## config.mk

```make
export PLATFORM = sky130hd
export DESIGN_NAME = miner_api_top
export DESIGN_NICKNAME = d
export VERILOG_FILES = /design/src/logic/api_pkg.sv /design/src/logic/miner_api_top.sv /design/src/logic/api_read_mux.sv /design/src/logic/work_counter.sv /design/src/logic/api_ctrl_regs.sv /design/src/logic/api_bus_decode.sv /design/src/logic/sync_fifo.sv
export VERILOG_INCLUDE_DIRS = /design/src /design/src/logic
export SDC_FILE = /design/constraint.sdc
export NUM_CORES = 2
export LEC_CHECK = 0
export BUFFER_PORTS_ARGS = -buffer_cell sky130_fd_sc_hd__buf_2
export CAP_MARGIN = 20
export CORE_MARGIN = 5
export CORE_UTILIZATION = 60
export CTS_CLUSTER_SIZE = 8
export DETAILED_ROUTE_END_ITERATION = 6
export PLACE_DENSITY_LB_ADDON = 0.1
export SLEW_MARGIN = 20
export SYNTH_ARGS = -nofsm -noshare
export SYNTH_HDL_FRONTEND = slang
export SYNTH_SLANG_ARGS = --single-unit
```

## constraint.sdc

```tcl
create_clock -name clk -period 35.5 [get_ports clk]
set_clock_uncertainty 0.15 [all_clocks]
set_input_delay 1.775 -clock clk [delete_from_list [all_inputs] [get_ports clk]]
set_output_delay 1.775 -clock clk [all_outputs]
set_load 0.05 [all_outputs]
```

## src/logic/api_config.svh

```systemverilog
`ifndef API_CONFIG_SVH
`define API_CONFIG_SVH

// Register offsets on the host bus
`define API_ADDR_TXFIFO   6'h00
`define API_ADDR_RXFIFO   6'h04
`define API_ADDR_STATE    6'h08
`define API_ADDR_TIMEOUT  6'h0C
`define API_ADDR_SCK      6'h10
`define API_ADDR_LW       6'h18

// Bit positions in the one-hot register select
`define API_SEL_TXFIFO    0
`define API_SEL_RXFIFO    1
`define API_SEL_STATE     2
`define API_SEL_TIMEOUT   3
`define API_SEL_SCK       4
`define API_SEL_LW        5
`define API_SEL_COUNT     6

`define API_TX_DEPTH_LOG2 4
`define API_RX_DEPTH_LOG2 3

`define API_MINERS        10
`define API_LW_WIDTH      24

`define API_MARKER_WORD   32'hBEAF_BEAF   // Filler from the chips
`define API_EMPTY_WORD    32'h1234_5678   // Read of an empty RX FIFO
`define API_BAD_WORD      32'hDEAD_DEAD   // Unmapped or write-only

`define API_FLUSH_CYCLES  4

`endif
```

## src/logic/api_pkg.sv

```systemverilog
`default_nettype none

`include "api_config.svh"

package api_pkg;

        typedef logic [31:0]                   api_word_t;
        typedef logic [5:0]                    api_addr_t;
        typedef logic [`API_SEL_COUNT-1:0]     api_sel_t;   // One-hot or all zero if unmapped
        typedef logic [`API_LW_WIDTH-1:0]      lw_count_t;
        typedef logic [3:0]                    miner_id_t;
        typedef logic [4:0]                    work_cnt_t;

        // One bus request, valid for a single cycle
        typedef struct packed {
                logic      valid;
                logic      we;
                api_sel_t  sel;
                api_word_t data;
        } api_req_t;

        // One result beat from the chips
        typedef struct packed {
                logic      valid;
                api_word_t word;
                miner_id_t miner;
                work_cnt_t work_cnt;
        } result_t;

endpackage

`default_nettype wire

```

## src/logic/miner_api_top.sv

```systemverilog
`timescale 1ns/1ps
`default_nettype none

`include "api_config.svh"

module miner_api_top (
        input  wire logic              clk,
        input  wire logic              rst,
        input  wire logic              wb_stb,
        input  wire logic              wb_we,
        input  api_pkg::api_addr_t     wb_adr,
        input  api_pkg::api_word_t     wb_dat_i,
        input  api_pkg::result_t       result_in,
        input  wire logic              tx_pop,
        output logic                   wb_ack,
        output api_pkg::api_word_t     wb_dat_o,
        output api_pkg::api_word_t     tx_data,
        output logic                   tx_empty,
        output logic [27:0]            timeout,
        output logic [7:0]             sck,
        output logic [5:0]             ch_num,
        output logic [7:0]             word_num,
        output logic                   flush
);
        import api_pkg::*;

        api_req_t                      req;
        api_word_t                     rx_dout;
        logic                          rx_empty;
        logic [`API_RX_DEPTH_LOG2:0]   rx_level;
        logic [`API_TX_DEPTH_LOG2:0]   tx_level;
        logic                          tx_full;
        lw_count_t                     lw_snapshot;
        logic                          tx_push;
        logic                          rx_pop;

        assign tx_push = req.valid & req.we & req.sel[`API_SEL_TXFIFO];
        assign rx_pop  = req.valid & ~req.we & req.sel[`API_SEL_RXFIFO];

        //------------------------------------------------------------
        // Decode and execute
        //------------------------------------------------------------
        api_bus_decode u_decode (
                .clk(clk), .rst(rst), .wb_stb(wb_stb), .wb_we(wb_we),
                .wb_adr(wb_adr), .wb_dat_i(wb_dat_i), .wb_ack(wb_ack), .req(req)
        );

        api_ctrl_regs u_ctrl_regs (
                .clk(clk), .rst(rst), .req(req), .timeout(timeout), .sck(sck),
                .ch_num(ch_num), .word_num(word_num), .flush(flush)
        );

        work_counter u_work_counter (
                .clk(clk), .rst(rst), .req(req), .result_in(result_in),
                .lw_snapshot(lw_snapshot)
        );

        //------------------------------------------------------------
        // FIFOs
        //------------------------------------------------------------
        sync_fifo #(.DEPTH_LOG2(`API_TX_DEPTH_LOG2), .WIDTH(32)) tx_fifo (
                .clk(clk), .rst(rst), .flush(flush), .push(tx_push), .din(req.data),
                .pop(tx_pop), .dout(tx_data), .level(tx_level), .full(tx_full),
                .empty(tx_empty)
        );

        // Results beyond the RX depth are dropped
        sync_fifo #(.DEPTH_LOG2(`API_RX_DEPTH_LOG2), .WIDTH(32)) rx_fifo (
                .clk(clk), .rst(rst), .flush(flush), .push(result_in.valid),
                .din(result_in.word), .pop(rx_pop), .dout(rx_dout), .level(rx_level),
                .full(), .empty(rx_empty)
        );

        api_read_mux u_read_mux (
                .clk(clk), .rst(rst), .req(req), .rx_dout(rx_dout), .rx_empty(rx_empty),
                .rx_level(rx_level), .tx_level(tx_level), .tx_full(tx_full),
                .flush(flush), .timeout(timeout), .sck(sck), .ch_num(ch_num),
                .word_num(word_num), .lw_snapshot(lw_snapshot), .wb_dat_o(wb_dat_o)
        );

endmodule

`default_nettype wire

```

## src/logic/api_read_mux.sv

```systemverilog
`timescale 1ns/1ps
`default_nettype none

`include "api_config.svh"

module api_read_mux (
        input  wire logic                          clk,
        input  wire logic                          rst,
        input  api_pkg::api_req_t                  req,
        input  api_pkg::api_word_t                 rx_dout,
        input  wire logic                          rx_empty,
        input  wire logic [`API_RX_DEPTH_LOG2:0]   rx_level,
        input  wire logic [`API_TX_DEPTH_LOG2:0]   tx_level,
        input  wire logic                          tx_full,
        input  wire logic                          flush,
        input  wire logic [27:0]                   timeout,
        input  wire logic [7:0]                    sck,
        input  wire logic [5:0]                    ch_num,
        input  wire logic [7:0]                    word_num,
        input  api_pkg::lw_count_t                 lw_snapshot,
        output api_pkg::api_word_t                 wb_dat_o
);
        import api_pkg::*;

        api_word_t status_word;
        api_word_t sck_word;
        logic      rd;

        assign rd = req.valid & ~req.we;

        // Bits 15:13 and 19:17 are reserved and read as zero
        assign status_word = {2'b00, 10'(rx_level), 3'b000, rx_empty,
                              3'b000, 11'(tx_level), flush, tx_full};

        assign sck_word = {word_num, 2'b00, ch_num, 8'h00, sck};

        //------------------------------------------------------------
        // Read data register
        //------------------------------------------------------------
        always_ff @(posedge clk or posedge rst) begin
                if (rst)
                        wb_dat_o <= '0;
                else if (rd) begin
                        if (req.sel[`API_SEL_STATE])
                                wb_dat_o <= status_word;
                        else if (req.sel[`API_SEL_RXFIFO])
                                wb_dat_o <= rx_empty ? `API_EMPTY_WORD : rx_dout;
                        else if (req.sel[`API_SEL_TIMEOUT])
                                wb_dat_o <= {4'h0, timeout};
                        else if (req.sel[`API_SEL_SCK])
                                wb_dat_o <= sck_word;
                        else if (req.sel[`API_SEL_LW])
                                wb_dat_o <= api_word_t'(lw_snapshot);
                        else
                                wb_dat_o <= `API_BAD_WORD;   // TX FIFO or unmapped
                end
        end

endmodule

`default_nettype wire

```

## src/logic/work_counter.sv

```systemverilog
`timescale 1ns/1ps
`default_nettype none

`include "api_config.svh"

module work_counter (
        input  wire logic              clk,
        input  wire logic              rst,
        input  api_pkg::api_req_t      req,
        input  api_pkg::result_t       result_in,
        output api_pkg::lw_count_t     lw_snapshot
);
        import api_pkg::*;

        lw_count_t  cnt [`API_MINERS];
        api_word_t  last_word;     // Last word with an in-range work count
        logic       range_ok;
        logic       count_ok;
        logic       sample;
        miner_id_t  sample_idx;

        //------------------------------------------------------------
        // Result filter
        //------------------------------------------------------------
        assign range_ok = result_in.valid &&
                          (result_in.work_cnt >= 5'd2) &&
                          (result_in.work_cnt <= 5'd9);

        assign count_ok = range_ok &&
                          (result_in.word != `API_MARKER_WORD) &&
                          (result_in.word != last_word) &&   // Repeat
                          (|result_in.word) &&                // All zeros
                          (|(~result_in.word));               // All ones

        always_ff @(posedge clk or posedge rst) begin
                if (rst)
                        last_word <= '0;
                else if (range_ok)
                        last_word <= result_in.word;
        end

        //------------------------------------------------------------
        // Counters and sample-and-clear
        //------------------------------------------------------------
        assign sample     = req.valid & req.we & req.sel[`API_SEL_LW];
        assign sample_idx = (req.data[3:0] > miner_id_t'(`API_MINERS - 1)) ?
                            miner_id_t'(`API_MINERS - 1) : req.data[3:0];   // Clamp

        always_ff @(posedge clk or posedge rst) begin
                if (rst) begin
                        for (int i = 0; i < `API_MINERS; i++)
                                cnt[i] <= '0;
                        lw_snapshot <= '0;
                end else begin
                        if (sample)
                                lw_snapshot <= cnt[sample_idx];
                        for (int i = 0; i < `API_MINERS; i++) begin
                                if (sample && sample_idx == miner_id_t'(i))
                                        cnt[i] <= '0;   // Clear wins over a count
                                else if (count_ok && result_in.miner == miner_id_t'(i))
                                        cnt[i] <= cnt[i] + lw_count_t'(1);   // Wraps
                        end
                end
        end

endmodule

`default_nettype wire

```

## src/logic/api_ctrl_regs.sv

```systemverilog
`timescale 1ns/1ps
`default_nettype none

`include "api_config.svh"

module api_ctrl_regs (
        input  wire logic              clk,
        input  wire logic              rst,
        input  api_pkg::api_req_t      req,
        output logic [27:0]            timeout,
        output logic [7:0]             sck,
        output logic [5:0]             ch_num,
        output logic [7:0]             word_num,
        output logic                   flush
);

        logic                          wr_timeout;
        logic                          wr_sck;
        logic                          wr_state;
        logic [`API_FLUSH_CYCLES-1:0]  flush_sr;

        assign wr_timeout = req.valid & req.we & req.sel[`API_SEL_TIMEOUT];
        assign wr_sck     = req.valid & req.we & req.sel[`API_SEL_SCK];
        assign wr_state   = req.valid & req.we & req.sel[`API_SEL_STATE];

        //------------------------------------------------------------
        // Timeout and serial clock / channel config
        //------------------------------------------------------------
        always_ff @(posedge clk or posedge rst) begin
                if (rst) begin
                        timeout  <= '0;
                        sck      <= '0;
                        ch_num   <= '0;
                        word_num <= '0;
                end else begin
                        if (wr_timeout)
                                timeout <= req.data[27:0];
                        if (wr_sck) begin
                                sck      <= req.data[7:0];
                                ch_num   <= req.data[21:16];   // Bits 15:8 unused
                                word_num <= req.data[31:24];
                        end
                end
        end

        //------------------------------------------------------------
        // Flush pulse
        //------------------------------------------------------------
        // A single bit walks through the shift register, so the OR of
        // all stages stays high for API_FLUSH_CYCLES cycles
        always_ff @(posedge clk or posedge rst) begin
                if (rst)
                        flush_sr <= '0;
                else if (wr_state)
                        flush_sr <= {{(`API_FLUSH_CYCLES-1){1'b0}}, req.data[1]};
                else
                        flush_sr <= flush_sr << 1;
        end

        assign flush = |flush_sr;

endmodule

`default_nettype wire

```

## src/logic/api_bus_decode.sv

```systemverilog
`timescale 1ns/1ps
`default_nettype none

`include "api_config.svh"

module api_bus_decode (
        input  wire logic              clk,
        input  wire logic              rst,
        input  wire logic              wb_stb,
        input  wire logic              wb_we,
        input  api_pkg::api_addr_t     wb_adr,
        input  api_pkg::api_word_t     wb_dat_i,
        output logic                   wb_ack,
        output api_pkg::api_req_t      req
);
        import api_pkg::*;

        api_sel_t sel;
        logic     start;

        // First cycle of a strobe not yet acknowledged
        assign start = wb_stb & ~wb_ack;

        //------------------------------------------------------------
        // Acknowledge
        //------------------------------------------------------------
        always_ff @(posedge clk or posedge rst) begin
                if (rst)
                        wb_ack <= 1'b0;
                else
                        wb_ack <= start;   // High for exactly one cycle
        end

        //------------------------------------------------------------
        // Address decode
        //------------------------------------------------------------
        always_comb begin
                sel = '0;
                sel[`API_SEL_TXFIFO]  = (wb_adr == `API_ADDR_TXFIFO);
                sel[`API_SEL_RXFIFO]  = (wb_adr == `API_ADDR_RXFIFO);
                sel[`API_SEL_STATE]   = (wb_adr == `API_ADDR_STATE);
                sel[`API_SEL_TIMEOUT] = (wb_adr == `API_ADDR_TIMEOUT);
                sel[`API_SEL_SCK]     = (wb_adr == `API_ADDR_SCK);
                sel[`API_SEL_LW]      = (wb_adr == `API_ADDR_LW);
        end

        // Unmapped address still gives a valid request with no select bit
        always_comb begin
                req.valid = start;
                req.we    = wb_we;
                req.sel   = sel;
                req.data  = wb_dat_i;
        end

endmodule

`default_nettype wire

```

## src/logic/sync_fifo.sv

```systemverilog
`timescale 1ns/1ps
`default_nettype none

module sync_fifo #(
        parameter int DEPTH_LOG2 = 4,
        parameter int WIDTH      = 32
) (
        input  wire logic                  clk,
        input  wire logic                  rst,
        input  wire logic                  flush,
        input  wire logic                  push,
        input  wire logic [WIDTH-1:0]      din,
        input  wire logic                  pop,
        output logic      [WIDTH-1:0]      dout,
        output logic      [DEPTH_LOG2:0]   level,
        output logic                       full,
        output logic                       empty
);

        localparam int DEPTH = 1 << DEPTH_LOG2;

        logic [WIDTH-1:0]    mem [DEPTH];
        logic [DEPTH_LOG2:0] wr_ptr;   // Extra bit tells full from empty
        logic [DEPTH_LOG2:0] rd_ptr;
        logic                do_push;
        logic                do_pop;

        assign do_push = push & ~full;
        assign do_pop  = pop & ~empty;

        //------------------------------------------------------------
        // Pointers
        //------------------------------------------------------------
        always_ff @(posedge clk or posedge rst) begin
                if (rst) begin
                        wr_ptr <= '0;
                        rd_ptr <= '0;
                end else if (flush) begin
                        wr_ptr <= '0;
                        rd_ptr <= '0;
                end else begin
                        if (do_push)
                                wr_ptr <= wr_ptr + 1'b1;
                        if (do_pop)
                                rd_ptr <= rd_ptr + 1'b1;
                end
        end

        always_ff @(posedge clk) begin
                if (do_push && !flush)
                        mem[wr_ptr[DEPTH_LOG2-1:0]] <= din;
        end

        assign level = wr_ptr - rd_ptr;
        assign empty = (wr_ptr == rd_ptr);
        assign full  = (wr_ptr[DEPTH_LOG2] != rd_ptr[DEPTH_LOG2]) &&
                       (wr_ptr[DEPTH_LOG2-1:0] == rd_ptr[DEPTH_LOG2-1:0]);

        // Head word falls through and reads zero while empty
        assign dout = empty ? '0 : mem[rd_ptr[DEPTH_LOG2-1:0]];

endmodule

`default_nettype wire

```

==> run summary <==
In this run the deepest clock path goes through 3 buffers. The run gives 33100 µm² as the total area of sequential cells. The tools report the total setup violations reported at the end of the flow as 0. The logs give 60.7% for the effective utilization at floorplan and 129 for the pin count of the biggest net entering global routing. TritonCTS buffer count: 164. For the worst setup path, the data required time is 33.58 ns. The core outline area is 85400 µm². The die covers 92300 µm². The routed wirelength normalized by instance count was 28.3 µm. During synthesis, Yosys emitted a total of 0 warnings. TritonCTS built the clock tree. The area used by multi-input combinational logic was 17700 µm²; the insertion delay of the later-clocked pin in the worst-skew pair was 0.76 ns. Cell internal power was estimated by the tool at 2.72 mW. The fraction of layout cells with a size suffix above 1 is 20.5%.

In the layout the commonest cells are 768 x edfxtp_1, 396 x dfrtp_1, 286 x a21oi_1, 238 x nand2_1, 224 x mux4_2. In this run, synthesis produced a sequential element count of 1169. The count of nets left with antenna violations once routing finished came out at 0. The clock network accounts for 37.6% of the total power.

The maximum resistive drop on vdd came out at 0.0678 mV. The clock root buffer master is clkbuf_16. Across every metal layer, demand over resource in global routing totals 30.9%. Yosys mapped a number of flops with a built-in enable equal to 768. Synthesis instantiated 84 different standard cells from the library. The startpoint kind of the worst setup timing path was a register. The total global routing overflow was 0. The number of hold buffers added after CTS was 0.

Summing the sequential cell areas from Yosys gives 63.9% of the chip area. For this design the ratio of total power to cell area is 65.6 nW/µm². The tools report the worst-case headroom to the max-slew limit as 21.4%. After detailed routing, the total wire length is 144000 µm. The run gives 0 as the count of pins over their slew limit. The post-CTS resize count is 0, and the number of standard cells after synthesis is 3653.

The run gives 1169 as the number of sinks on the clock net. The slew at the pin closest to its max-slew limit came out at 1.15 ns. The tools report the maximum clock frequency as 169 MHz. The I/O pin count was 202.

H-tree level count: 4. After detailed routing, the number of remaining DRC violations is 0. The via count of the first global-routing pass is 34.6k.

The first-pass iteration count of the detailed router was 7; the async set-or-reset flop fraction in the synthesized netlist was 34.3%. The worst hold-check path type was register to register. Summing every instance area after synthesis gives 51800 µm².

Most common flop cell mapped by yosys: edfxtp_1. The count of buffers added on input and output ports is 200. For this block, the initial DRC count from the detailed router was 4442. The area growth from synthesis to layout is 13.3%.

The first global-routing pass estimated 217000 µm of wire. The analysis attributes to cell leakage a power of 20.9 nW. Setup repair after global routing left no endpoint under its margin. The number of antenna violations at the first check in global routing was 11. For the sequential share of power, the log shows 41.4%. The leading cell type in the layout, fill and taps excluded was edfxtp_1. In this run the mean area of a mapped cell was 14.2 µm². The switching power as a share of total power was 29.4%; the net count of the finished layout was 3948. The tools report the number of vias after detailed routing as 34.9k.

Detailed placement ended at an HPWL of 87700 µm. The tool flagged a number of max-cap violations equal to 0. The smallest clock period supported by the final layout is computed as 5.93 ns.

The portion of the clock cycle consumed by the worst path in the final layout was 16.7%. After detailed routing, the number of vias per cell comes to 6.84. The number of inserted filler cells in the final layout came out at 5827. The run finished with clean final reports.

For the final-report hold violation count, the log shows 0. Summed over all nets, the switching power comes to 1.13 mW. The setup path with the least slack is of type register to output pin.

The initialized floorplan defines 107 standard-cell rows. The combinational power share is 21.0%. Clock-pin slew was measured on the worst setup and hold paths at 0.05 ns. Post-route total power: 3.85 mW. Once layout is complete, the utilization of the core stands at 68.7%.

The worst setup path is captured at an output pin. Along the worst path, the maximum fanout reaches 56. The number of nets in the synthesized netlist is 3764, and the final weighted congestion in routability-driven placement is 0.899. STA puts the critical path data arrival time at 4.00 ns. For the final routed database, the setup TNS stands at 0 ns.

For the setup fix buffers added after clock tree synthesis, the log shows 0. From left edge to right edge, the die measures 304 µm. From bottom edge to top edge, the die measures 304 µm.
state kept, by name (all words and copies together), names as in the netlist, 6 cells and up:
signal	count
rx_fifo.mem	256
u_ctrl_regs.timeout	28
u_ctrl_regs.sck	8
u_ctrl_regs.ch_num	6
u_ctrl_regs.word_num	8
u_work_counter.cnt	240
u_work_counter.last_word	32
u_work_counter.lw_snapshot	24
u_read_mux.wb_dat_o	32
tx_fifo.mem	512
synthesized netlist by cell type (all sizes together), types with 16 or more instances:
master / instances / share of area [%]
and4: 22 / 0.37
mux2i: 26 / 0.50
ha: 24 / 0.58
mux4: 224 / 9.7
and3: 77 / 0.93
o22ai: 16 / 0.19
a222oi: 49 / 0.95
nor2b: 42 / 0.51
a22o: 27 / 0.46
a21oi: 287 / 2.8
mux2: 80 / 1.7
o211ai: 22 / 0.36
edfxtp: 768 / 45
xor2: 41 / 0.69
nand2: 238 / 1.7
nor3: 26 / 0.26
a211oi: 22 / 0.32
nor4: 20 / 0.28
nor2: 143 / 1.0
clkbuf: 163 / 1.2
o21ai: 182 / 1.8
and2: 23 / 0.28
buf: 79 / 0.97
nand4: 93 / 1.1
or4: 100 / 1.5
nand3: 103 / 0.99
o31ai: 85 / 1.2
dfrtp: 401 / 19
or3: 124 / 1.5
inv: 32 / 0.23
xnor2: 19 / 0.32
per-layer routing:
layer,vias up,global-route usage [%],wire length (µm)
li1,14900,-,-
met2,1863,50.1,70600
met3,328,6.93,14300
met5,-,0,43
met1,17800,41.9,54000
met4,8,11.6,5560
power groups by stage:
stage / clock network (mW) / logic, mW / registers, mW
2_1_floorplan: 0 / 0.589 / 1.62
3_3_place_gp: 0 / 0.786 / 1.63
3_5_place_dp: 0 / 0.796 / 1.63
4_1_cts: 1.46 / 0.805 / 1.61
5_1_grt: 1.53 / 0.859 / 1.60
6_report: 1.45 / 0.809 / 1.60
critical path: stages (launching register included):
cell and delay [ns]:
dfrtp_4 0.69, buf_16 0.32, buf_4 0.72, mux4_2 0.43
mux4_2 0.55, nor2b_1 0.17, buf_2 0.24
final cells by class:
cell class,instances,share of cell area [%]
inverter,32,0.217
clock buffer,275,7.77
clock inverter,14,0.388
timing repair buffer,260,2.57
tap,1144,2.44
multi-input combinational,2210,30.2
antenna,8,0.0341
sequential,1169,56.4
metrics by stage:
step	worst slack (ns)	std cells	hold slack, ns	instance area (µm²)
6_report	29.57	5112	0.320	58700
4_1_cts	29.28	5102	0.321	58600
5_1_grt	29.37	5106	0.339	58700
2_1_floorplan	22.42	3653	0.294	51800
3_5_place_dp	29.58	4813	0.306	53800
3_3_place_gp	29.77	4813	0.309	53800
final timing paths:
path / end / slack, ns / depth (start not counted) / startpoint
min in group asynchronous: u_work_counter.cnt[236] / 1.03 / 2 / rst
max in group asynchronous: tx_fifo.rd_ptr[0] / 32.00 / 4 / rst
worst max-delay path: tx_data[7] / 29.57 / 6 / tx_fifo.rd_ptr[1]
worst min-delay path: u_ctrl_regs.flush_sr[3] / 0.32 / 1 / u_ctrl_regs.flush_sr[2]
worst min register to register: u_ctrl_regs.flush_sr[3] / 0.32 / 1 / u_ctrl_regs.flush_sr[2]
worst max register to register: tx_fifo.mem[15][4] / 30.94 / 10 / tx_fifo.rd_ptr[2]
logic make-up after synthesis:
kind of cell	synth area share, %
compound gates	9.13
xor+xnor	1.01
fa+ha+maj	0.657
buf+inv	2.39
flops	63.9
mux	12.0
simple gates	11.0
No activity file was read; power rests on OpenSTA's default activity.
